`src/common/cpu_settings.svh`:
```
// Core-wide settings for the word width, register count and reset address.
`ifndef CPU_SETTINGS_SVH
`define CPU_SETTINGS_SVH

// data and address bus width.
`define CPU_WORD_WIDTH 16

// general registers, r0 reads as zero.
`define CPU_REG_COUNT 8

// first fetch address.
`define CPU_RESET_PC 16'h0000

`endif

```
`src/common/cpuTypes.sv`:
```
// Package of the word, opcode, flag and control-word types shared by the core.
`include "cpu_settings.svh"

package cpuTypes;

  typedef logic [`CPU_WORD_WIDTH-1:0] word_t;
  typedef logic [`CPU_WORD_WIDTH-1:0] addr_t;  // word address.
  typedef logic [$clog2(`CPU_REG_COUNT)-1:0] regIndex_t;

  // instruction bits 15:12.
  typedef enum logic [3:0] {
    OP_ADD  = 4'h0,
    OP_SUB  = 4'h1,
    OP_AND  = 4'h2,
    OP_OR   = 4'h3,
    OP_XOR  = 4'h4,
    OP_ADDI = 4'h5,
    OP_LUI  = 4'h6,
    OP_LDW  = 4'h7,
    OP_STW  = 4'h8,
    OP_BR   = 4'h9
  } opcode_t;

  // branch condition in bits 11:9.
  typedef enum logic [2:0] {
    BR_ALWAYS = 3'd0,
    BR_EQ     = 3'd1,
    BR_NE     = 3'd2,
    BR_CS     = 3'd3,
    BR_MI     = 3'd4
  } brCond_t;

  typedef enum logic [2:0] {
    ALU_ADD,
    ALU_SUB,
    ALU_AND,
    ALU_OR,
    ALU_XOR,
    ALU_PASSB
  } aluOp_t;

  typedef struct packed {
    logic z;
    logic n;
    logic c;
    logic v;
  } flags_t;

  typedef logic [1:0] busSel_t;
  localparam busSel_t BUS_PC  = 2'd0;
  localparam busSel_t BUS_RS1 = 2'd1;
  localparam busSel_t BUS_RS2 = 2'd2;  // store data held in the mdr.

  typedef struct packed {
    aluOp_t  aluOp;
    logic    opBSel;      // 0 register, 1 immediate.
    logic    immUpper;    // 0 sign-extended, 1 shifted up by 8.
    logic    regWrite;
    logic    wbSel;       // 0 alu, 1 memory.
    logic    flagsWrite;
    logic    irWrite;
    logic    mdrWrite;
    logic    pcWrite;
    logic    pcSel;       // 0 increment, 1 branch.
    busSel_t busSel;
  } controlWord_t;

endpackage

```
`src/datapath/alu.sv`:
```
// ALU doing add, subtract, logic and pass-B, and forming the Z, N, C and V flags.
`timescale 1ns/1ps

module alu (
  input  cpuTypes::aluOp_t op,
  input  cpuTypes::word_t  a,
  input  cpuTypes::word_t  b,
  output cpuTypes::word_t  result,
  output cpuTypes::flags_t flagsOut
);

  localparam int msb = $bits(cpuTypes::word_t) - 1;

  logic [msb+1:0] sum;  // top bit is the carry.
  logic           overflow;

  always_comb begin
    sum = '0;
    overflow = 1'b0;
    case (op)
      cpuTypes::ALU_ADD: begin
        sum = {1'b0, a} + {1'b0, b};
        overflow = (a[msb] == b[msb]) && (sum[msb] != a[msb]);
      end
      cpuTypes::ALU_SUB: begin
        sum = {1'b0, a} + {1'b0, ~b} + 1'b1;  // carry set means no borrow.
        overflow = (a[msb] != b[msb]) && (sum[msb] != a[msb]);
      end
      cpuTypes::ALU_AND: sum = {1'b0, a & b};
      cpuTypes::ALU_OR:  sum = {1'b0, a | b};
      cpuTypes::ALU_XOR: sum = {1'b0, a ^ b};
      default:           sum = {1'b0, b};
    endcase
  end

  assign result = sum[msb:0];

  assign flagsOut.z = (result == '0);
  assign flagsOut.n = result[msb];
  assign flagsOut.c = sum[msb+1];  // zero for logic ops.
  assign flagsOut.v = overflow;

endmodule

```
`src/datapath/registerFile.sv`:
```
// Register file with two read ports, one write port and register 0 fixed at zero.
`timescale 1ns/1ps
`include "cpu_settings.svh"

module registerFile (
  input  logic                Clock,
  input  logic                reset,
  input  cpuTypes::regIndex_t readA,
  input  cpuTypes::regIndex_t readB,
  input  cpuTypes::regIndex_t writeIndex,
  input  logic                writeEnable,
  input  cpuTypes::word_t     writeData,
  output cpuTypes::word_t     dataA,
  output cpuTypes::word_t     dataB
);

  cpuTypes::word_t regs [`CPU_REG_COUNT];

  always_ff @(posedge Clock) begin
    if (reset) begin
      for (int i = 0; i < `CPU_REG_COUNT; i++) begin
        regs[i] <= '0;
      end
    end else if (writeEnable && (writeIndex != '0)) begin
      regs[writeIndex] <= writeData;
    end
  end

  // r0 always reads zero.
  assign dataA = (readA == '0) ? '0 : regs[readA];
  assign dataB = (readB == '0) ? '0 : regs[readB];

endmodule

```
`src/datapath/datapath.sv`:
```
// Datapath with the PC, instruction register, flags, store data and bus multiplexing.
`timescale 1ns/1ps
`include "cpu_settings.svh"

module datapath (
  input  logic                   Clock,
  input  logic                   reset,
  input  cpuTypes::controlWord_t ctrl,
  input  cpuTypes::word_t        dataIn,
  output cpuTypes::word_t        dataOut,
  output cpuTypes::word_t        instr,
  output cpuTypes::flags_t       flags
);

  cpuTypes::addr_t     pc;
  cpuTypes::word_t     ir;
  cpuTypes::word_t     mdr;
  cpuTypes::flags_t    flagsReg;
  cpuTypes::regIndex_t rd;
  cpuTypes::regIndex_t rs1;
  cpuTypes::regIndex_t rs2;
  cpuTypes::regIndex_t readAIndex;
  cpuTypes::word_t     imm;
  cpuTypes::word_t     regA;
  cpuTypes::word_t     regB;
  cpuTypes::word_t     aluB;
  cpuTypes::word_t     aluResult;
  cpuTypes::flags_t    aluFlags;
  cpuTypes::word_t     writeData;

  assign rd  = ir[11:9];
  assign rs1 = ir[8:6];
  assign rs2 = ir[5:3];

  // immediate forms take operand A from rd.
  assign readAIndex = ctrl.opBSel ? rd : rs1;

  assign imm = ctrl.immUpper ? {ir[7:0], 8'h00} : {{8{ir[7]}}, ir[7:0]};
  assign aluB = ctrl.opBSel ? imm : regB;
  assign writeData = ctrl.wbSel ? dataIn : aluResult;  // load data straight off the bus.

  registerFile registerFile (
    .Clock       (Clock         ),
    .reset       (reset         ),
    .readA       (readAIndex    ),
    .readB       (rs2           ),
    .writeIndex  (rd            ),
    .writeEnable (ctrl.regWrite ),
    .writeData   (writeData     ),
    .dataA       (regA          ),
    .dataB       (regB          )
  );

  alu alu (
    .op          (ctrl.aluOp    ),
    .a           (regA          ),
    .b           (aluB          ),
    .result      (aluResult     ),
    .flagsOut    (aluFlags      )
  );

  always_comb begin
    case (ctrl.busSel)
      cpuTypes::BUS_RS1: dataOut = regA;  // memory address.
      cpuTypes::BUS_RS2: dataOut = mdr;
      default:           dataOut = pc;
    endcase
  end

  always_ff @(posedge Clock) begin
    if (reset) begin
      pc <= `CPU_RESET_PC;
      flagsReg <= '0;
    end else begin
      if (ctrl.pcWrite) begin
        pc <= ctrl.pcSel ? pc + imm : pc + 1'b1;
      end
      if (ctrl.flagsWrite) begin
        flagsReg <= aluFlags;
      end
    end
  end

  always_ff @(posedge Clock) begin
    if (ctrl.irWrite) begin
      ir <= dataIn;
    end
    if (ctrl.mdrWrite) begin
      mdr <= regB;
    end
  end

  assign instr = ir;
  assign flags = flagsReg;

endmodule

```
`src/control/control.sv`:
```
// Control unit sequencing fetch, execute and memory cycles on the multiplexed bus.
`timescale 1ns/1ps

module control (
  input  logic                   Clock,
  input  logic                   reset,
  input  cpuTypes::word_t        instr,
  input  cpuTypes::flags_t       flags,
  input  logic                   nWait,
  output cpuTypes::controlWord_t ctrl,
  output logic                   ale,
  output logic                   nMe,
  output logic                   nOe,
  output logic                   rnW,
  output logic                   enb
);

  typedef enum logic [2:0] {
    idle,
    fetchAddr,
    fetchData,
    execute,
    memAddr,
    memData
  } state_t;

  state_t state;
  state_t nextState;

  cpuTypes::opcode_t opcode;
  cpuTypes::brCond_t cond;
  cpuTypes::aluOp_t  regAluOp;
  logic              taken;
  logic              isStore;

  assign opcode  = cpuTypes::opcode_t'(instr[15:12]);
  assign cond    = cpuTypes::brCond_t'(instr[11:9]);
  assign isStore = (opcode == cpuTypes::OP_STW);

  always_comb begin
    case (opcode)
      cpuTypes::OP_SUB: regAluOp = cpuTypes::ALU_SUB;
      cpuTypes::OP_AND: regAluOp = cpuTypes::ALU_AND;
      cpuTypes::OP_OR:  regAluOp = cpuTypes::ALU_OR;
      cpuTypes::OP_XOR: regAluOp = cpuTypes::ALU_XOR;
      default:          regAluOp = cpuTypes::ALU_ADD;
    endcase
  end

  always_comb begin
    case (cond)
      cpuTypes::BR_ALWAYS: taken = 1'b1;
      cpuTypes::BR_EQ:     taken = flags.z;
      cpuTypes::BR_NE:     taken = !flags.z;
      cpuTypes::BR_CS:     taken = flags.c;
      cpuTypes::BR_MI:     taken = flags.n;
      default:             taken = 1'b0;  // unused codes never branch.
    endcase
  end

  always_ff @(posedge Clock) begin
    if (reset) begin
      state <= idle;
    end else begin
      state <= nextState;
    end
  end

  always_comb begin
    nextState   = state;
    ctrl        = '0;
    ctrl.aluOp  = cpuTypes::ALU_ADD;
    ctrl.busSel = cpuTypes::BUS_PC;
    ale = 1'b0;
    nMe = 1'b1;
    nOe = 1'b1;
    rnW = 1'b1;
    enb = 1'b0;
    case (state)
      idle: nextState = fetchAddr;
      fetchAddr: begin
        ale = 1'b1;
        nMe = 1'b0;
        ctrl.busSel = cpuTypes::BUS_PC;
        nextState = fetchData;
      end
      fetchData: begin
        nMe = 1'b0;
        nOe = 1'b0;
        if (nWait) begin
          ctrl.irWrite = 1'b1;
          ctrl.pcWrite = 1'b1;  // pc now points at the next instruction.
          nextState = execute;
        end
      end
      execute: begin
        nextState = fetchAddr;
        case (opcode)
          cpuTypes::OP_ADD, cpuTypes::OP_SUB, cpuTypes::OP_AND,
          cpuTypes::OP_OR, cpuTypes::OP_XOR: begin
            ctrl.aluOp = regAluOp;
            ctrl.regWrite = 1'b1;
            ctrl.flagsWrite = 1'b1;
          end
          cpuTypes::OP_ADDI: begin
            ctrl.opBSel = 1'b1;
            ctrl.regWrite = 1'b1;
          end
          cpuTypes::OP_LUI: begin
            ctrl.aluOp = cpuTypes::ALU_PASSB;
            ctrl.opBSel = 1'b1;
            ctrl.immUpper = 1'b1;
            ctrl.regWrite = 1'b1;
          end
          cpuTypes::OP_LDW: nextState = memAddr;
          cpuTypes::OP_STW: begin
            ctrl.mdrWrite = 1'b1;  // latch rs2 for the data phase.
            nextState = memAddr;
          end
          cpuTypes::OP_BR: begin
            ctrl.pcWrite = taken;
            ctrl.pcSel = 1'b1;
          end
          default: ;
        endcase
      end
      memAddr: begin
        ale = 1'b1;
        nMe = 1'b0;
        ctrl.busSel = cpuTypes::BUS_RS1;
        nextState = memData;
      end
      memData: begin
        nMe = 1'b0;
        if (isStore) begin
          rnW = 1'b0;
          enb = 1'b1;
          ctrl.busSel = cpuTypes::BUS_RS2;
        end else begin
          nOe = 1'b0;
        end
        if (nWait) begin
          ctrl.regWrite = !isStore;
          ctrl.wbSel = 1'b1;
          nextState = fetchAddr;
        end
      end
      default: nextState = idle;
    endcase
  end

endmodule

```
`src/design/cpuCore.sv`:
```
// Processor core joining the control unit to the datapath behind the memory bus pins.
`timescale 1ns/1ps

module cpuCore (
  input  logic            Clock,
  input  logic            reset,
  input  cpuTypes::word_t dataIn,
  input  logic            nWait,
  output cpuTypes::word_t dataOut,
  output logic            ale,
  output logic            nMe,
  output logic            nOe,
  output logic            rnW,
  output logic            enb
);

  cpuTypes::controlWord_t ctrl;
  cpuTypes::word_t        instr;
  cpuTypes::flags_t       flags;

  control control (
    .ctrl    (ctrl    ),  // outputs.
    .ale     (ale     ),
    .nMe     (nMe     ),
    .nOe     (nOe     ),
    .rnW     (rnW     ),  // read not write.
    .enb     (enb     ),
    .instr   (instr   ),  // inputs.
    .flags   (flags   ),
    .nWait   (nWait   ),
    .Clock   (Clock   ),
    .reset   (reset   )
  );

  datapath datapath (
    .dataOut (dataOut ),  // outputs.
    .instr   (instr   ),
    .flags   (flags   ),
    .ctrl    (ctrl    ),  // inputs.
    .dataIn  (dataIn  ),
    .Clock   (Clock   ),
    .reset   (reset   )
  );

endmodule

```
`config.mk`:
```
export PLATFORM = sky130hd
export DESIGN_NAME = cpuCore
export DESIGN_NICKNAME = d
export VERILOG_FILES = /design/src/common/cpuTypes.sv /design/src/datapath/alu.sv /design/src/datapath/registerFile.sv /design/src/datapath/datapath.sv /design/src/control/control.sv /design/src/design/cpuCore.sv
export VERILOG_INCLUDE_DIRS = /design/src /design/src/common
export SDC_FILE = /design/constraint.sdc
export NUM_CORES = 1
export LEC_CHECK = 0
export BUFFER_PORTS_ARGS = -buffer_cell sky130_fd_sc_hd__clkbuf_2
export CAP_MARGIN = 5
export CORE_ASPECT_RATIO = 1.75
export CORE_MARGIN = 1.5
export CORE_UTILIZATION = 62
export DETAILED_ROUTE_END_ITERATION = 10
export PLACE_DENSITY = 0.84
export SLEW_MARGIN = 10
export SYNTH_ARGS = -nofsm -noshare
export SYNTH_HDL_FRONTEND = slang
export SYNTH_HIERARCHICAL = 1
export SYNTH_SLANG_ARGS = --single-unit
```
`constraint.sdc`:
```
create_clock -name Clock -period 15.49 [get_ports Clock]
set_input_delay 1.549 -clock Clock [delete_from_list [all_inputs] [get_ports Clock]]
set_output_delay 1.549 -clock Clock [all_outputs]
set_load 0.005 [all_outputs]
```
==> results <==
- The placed instances occupy a cell area of 0.01315 sq mm.
- The transition time at the pin with the least slew margin is around 1.2 ns.
- The total routing resource utilization after global routing is 37.01%.
- IR analysis of the VDD net gives a maximum drop of 0.0001072 V.
- The final critical path takes up 47.90% of the cycle.
- The design area is 0.01373 sq mm.
- Clock latency on the worst-skew pair, taken at its later pin, is 0.45 ns.
- The total of buffers placed on input and output ports is 39.
- The share of total power dissipated in the clock network is 33.0%.
- The worst setup skew after layout is 0.008874 ns.
- The endpoint of the worst register-to-register path is datapath/registerFile/regs[4][15].
- After clock tree synthesis, the clock-pin slew on the worst setup and hold paths is 0.07 ns.
- The row count is 70.
- The library cell used as clock root buffer is sky130_fd_sc_hd__clkbuf_16.
- The layout net count is 1,391.
- The initial utilization of the core area, before any placement, comes to 62.67%.
- CTS built an H-tree with a depth of 4.
- The mapped netlist covers approximately 0.013 sq mm.
- The first-pass iteration count of the detailed router is 10.
- The final setup violation count is 0.
- The relative area change from synthesis to final layout is 5.540%.
- The total power density per cell area is 95.30 mW/mm^2.
- The remaining global-route overflow is 0.
- The core region is 0.02076 sq mm.
- The sequential cell fraction of total power is 39.3%.
- The first global-routing pass estimated between 60 and 70 mm of wire.
- The global placement routability congestion is 1.026.
- The number of warning messages in the yosys log is 6.
- 0 antenna diodes ended up in the layout.
- The detailed-placement wirelength estimate is 28.83 mm.
- The path class of the tightest hold or removal check is reg2reg.
- The floorplan die width is between 100 and 150 um.
- The total clock buffers created by CTS is 17.
- The run finished, with violations left.
- In this run, post-CTS hold repair placed 0 buffers.
- The fmax is roughly 130 MHz.
- For this design, the sink count on the clock tree is 166.
- The worst setup path is of the reg2reg kind.
- Post-CTS timing repair inserted 0 buffers for setup.
- The analysis attributes to cell leakage a power of 5.367 nW.
- Of all nets on the critical path, the largest fanout is 50.
- The floorplan step set the die height to 194.6 um.
- Synthesis handed over a netlist of 1,323 instances.
- For this design the total switching power over the nets is ~0.00043 W.
- The die covers ~0.022 sq mm.
- The final reports fail on DRC.
- Data on the critical path arrives at its endpoint at 7.62 ns.
- The clock period could shrink to 7.419 ns.
- The I/O pin total is 40.
- The switching power share of the total is 32.53%.
- The number of stages on the worst hold path is 2.
- In this run the critical register-to-register path is launched from control/state[0].
- Across the run, the number of max-cap violations was 0.
- The number of design-rule violations left by the first detailed-router iteration is 1,033.
- Data on the critical path is required at its endpoint by around 16 ns.
- Synthesis produced a netlist with a net count of around 1,400.
- In this run the tightest slew margin relative to its limit is 18.38%.
- The synthesized area divided by synthesized cell count is 9.833 sq um.
- In this run, post-CTS repair resized a total of 0 instances.
- The internal portion of the total power is 0.0008828 W.
- The wire length reported by the detailed router is between 40 and 50 mm.
- The final-layout setup total negative slack is 0 ns.
- After detailed routing, the average wire length per cell comes to 25.67 um.
- The startpoint identified for the worst hold timing path is datapath/pc[2].
- Setup repair after global routing left no endpoint under its margin.
- In this run, the combinational gates consume 27.7% of the power.
- The max-slew violation count was 0.
- The initial antenna violation count was 0.
- The count of final hold-check violations is 0.
- The via total after detailed routing is 10,990.
- The via count of the first global-routing pass is 10,950.
- TritonCTS built the clock tree.
- The detail route stage leaves a number of antenna-violating nets equal to 0.
- The deepest clock path buffer count is 2.
- For this run, design rule violations remaining after detail routing come to 3.
- STA classifies the critical path endpoint as a flip-flop.
- Setup slack on the worst reg-to-reg path comes out at a little over 8 ns.
- The via count normalized by instance count is 7.016.
- The maximum number of pins on one net before global-route repair is 64.
- The startpoint type of the worst setup path is a flip-flop.
- The worst hold endpoint is datapath/pc[2].
- The number of cells on the worst reg-to-reg path is 21.
- The layout cell share with drive strength beyond 1 is 13.55%.
-- worst max-delay path: stages (launching register included) --
cell                       delay (ns)
sky130_fd_sc_hd__dfxtp_1         0.53
sky130_fd_sc_hd__nand3b_1        0.25
sky130_fd_sc_hd__nor2_1          0.20
sky130_fd_sc_hd__nand2_1         0.16
sky130_fd_sc_hd__nor2_2          0.13
sky130_fd_sc_hd__buf_4           0.31
sky130_fd_sc_hd__mux2_2          0.21
sky130_fd_sc_hd__buf_4           0.64
sky130_fd_sc_hd__nor2b_4         0.58
sky130_fd_sc_hd__a221oi_1        0.17
sky130_fd_sc_hd__a221oi_1        0.73
sky130_fd_sc_hd__inv_1           0.20
sky130_fd_sc_hd__ha_1            0.40
sky130_fd_sc_hd__nor2_1          0.09
sky130_fd_sc_hd__o311ai_1        0.68
sky130_fd_sc_hd__a211oi_2        0.23
sky130_fd_sc_hd__o41a_1          0.44
sky130_fd_sc_hd__a211o_1         0.28
sky130_fd_sc_hd__xnor2_1         0.14
sky130_fd_sc_hd__o221ai_1        0.22
sky130_fd_sc_hd__mux2_2          0.38
sky130_fd_sc_hd__and2_2          0.18
-- metrics by stage --
step | total power, W | worst slack, ns | cells | hold slack [ns] | util (%)
after detailed placement | 0.0008725 | 8.237 | 1535 | 0.5010 | 63.33
after global routing | 0.001352 | 7.610 | 1566 | 0.5398 | 66.14
final | 0.001308 | 8.071 | 1566 | 0.5134 | 66.14
after floorplan | 0.0007746 | 9.621 | 1323 | 0.4528 | -
after global placement | 0.0008640 | 8.361 | 1535 | 0.4707 | 63.33
after CTS | 0.001299 | 8.218 | 1566 | 0.5106 | 66.14
-- state kept, by name (all words and copies together), names as in the netlist --
name	count
datapath/flags	3
datapath/registerFile/regs	112
datapath/instr	16
datapath/mdr	16
control/state	3
datapath/pc	16
-- worst max path at each step --
stage                                   endpoint              from  cells past startpoint  slack [ns]
2_1_floorplan  datapath/registerFile/regs[4][15]  control/state[1]                     24        9.62
3_3_place_gp   datapath/registerFile/regs[4][15]  control/state[0]                     21        8.36
3_5_place_dp   datapath/registerFile/regs[4][15]  control/state[0]                     21        8.24
4_1_cts        datapath/registerFile/regs[4][15]  control/state[0]                     21        8.22
5_1_grt        datapath/registerFile/regs[4][15]  control/state[0]                     21        7.61
6_report       datapath/registerFile/regs[4][15]  control/state[0]                     21        8.07
-- final cells by class --
cell class,instances,area (sq um)
inverters,67,251.5
flip-flops and latches,166,4765
fillers,1628,7028
well taps,252,315.3
clock buffers,20,436.7
multi-input cells,992,7476
repair buffers,58,337.8
clock inverters,11,147.6
-- power by group through the flow --
stage                     Sequential [W]  Combinational, W  Clock [W]
after floorplan                 0.000517          0.000258          0
after global placement          0.000522          0.000342          0
after detailed placement        0.000523          0.000349          0
after CTS                       0.000514          0.000351   0.000434
after global routing            0.000516          0.000388   0.000449
final                           0.000515          0.000363   0.000431
-- routing by layer --
metal / GRT usage [%] / wire length (um) / share of wire (%)
met3: 6.548 / 3204 / 8.0
met4: 29.86 / 3513 / 8.7
met2: 64.33 / 20270 / 50
met1: 38.81 / 13210 / 33
met5: 0 / 0 / 0
-- placed cells by master, fill, tap and decap left out, types with 8 or more instances in the layout --
cell,n
sky130_fd_sc_hd__a211oi_1,21
sky130_fd_sc_hd__a21o_1,8
sky130_fd_sc_hd__a21oi_1,69
sky130_fd_sc_hd__a221oi_1,45
sky130_fd_sc_hd__a22oi_1,15
sky130_fd_sc_hd__a311oi_1,18
sky130_fd_sc_hd__a31oi_1,10
sky130_fd_sc_hd__and2_1,117
sky130_fd_sc_hd__buf_4,19
sky130_fd_sc_hd__clkbuf_16,17
sky130_fd_sc_hd__clkbuf_2,39
sky130_fd_sc_hd__dfxtp_1,22
sky130_fd_sc_hd__edfxtp_1,144
sky130_fd_sc_hd__ha_1,67
sky130_fd_sc_hd__inv_1,65
sky130_fd_sc_hd__mux2_1,27
sky130_fd_sc_hd__mux2_2,27
sky130_fd_sc_hd__mux2i_1,65
sky130_fd_sc_hd__nand2_1,47
sky130_fd_sc_hd__nand2b_1,11
sky130_fd_sc_hd__nand3_1,21
sky130_fd_sc_hd__nand3b_1,9
sky130_fd_sc_hd__nor2_1,73
sky130_fd_sc_hd__nor2b_1,36
sky130_fd_sc_hd__nor3_1,21
sky130_fd_sc_hd__o21ai_0,48
sky130_fd_sc_hd__o22ai_1,14
sky130_fd_sc_hd__or2_2,12
sky130_fd_sc_hd__or3_1,9
sky130_fd_sc_hd__xnor2_1,13
sky130_fd_sc_hd__xor2_1,9
Note: power is estimated with default switching activity, not from simulation.
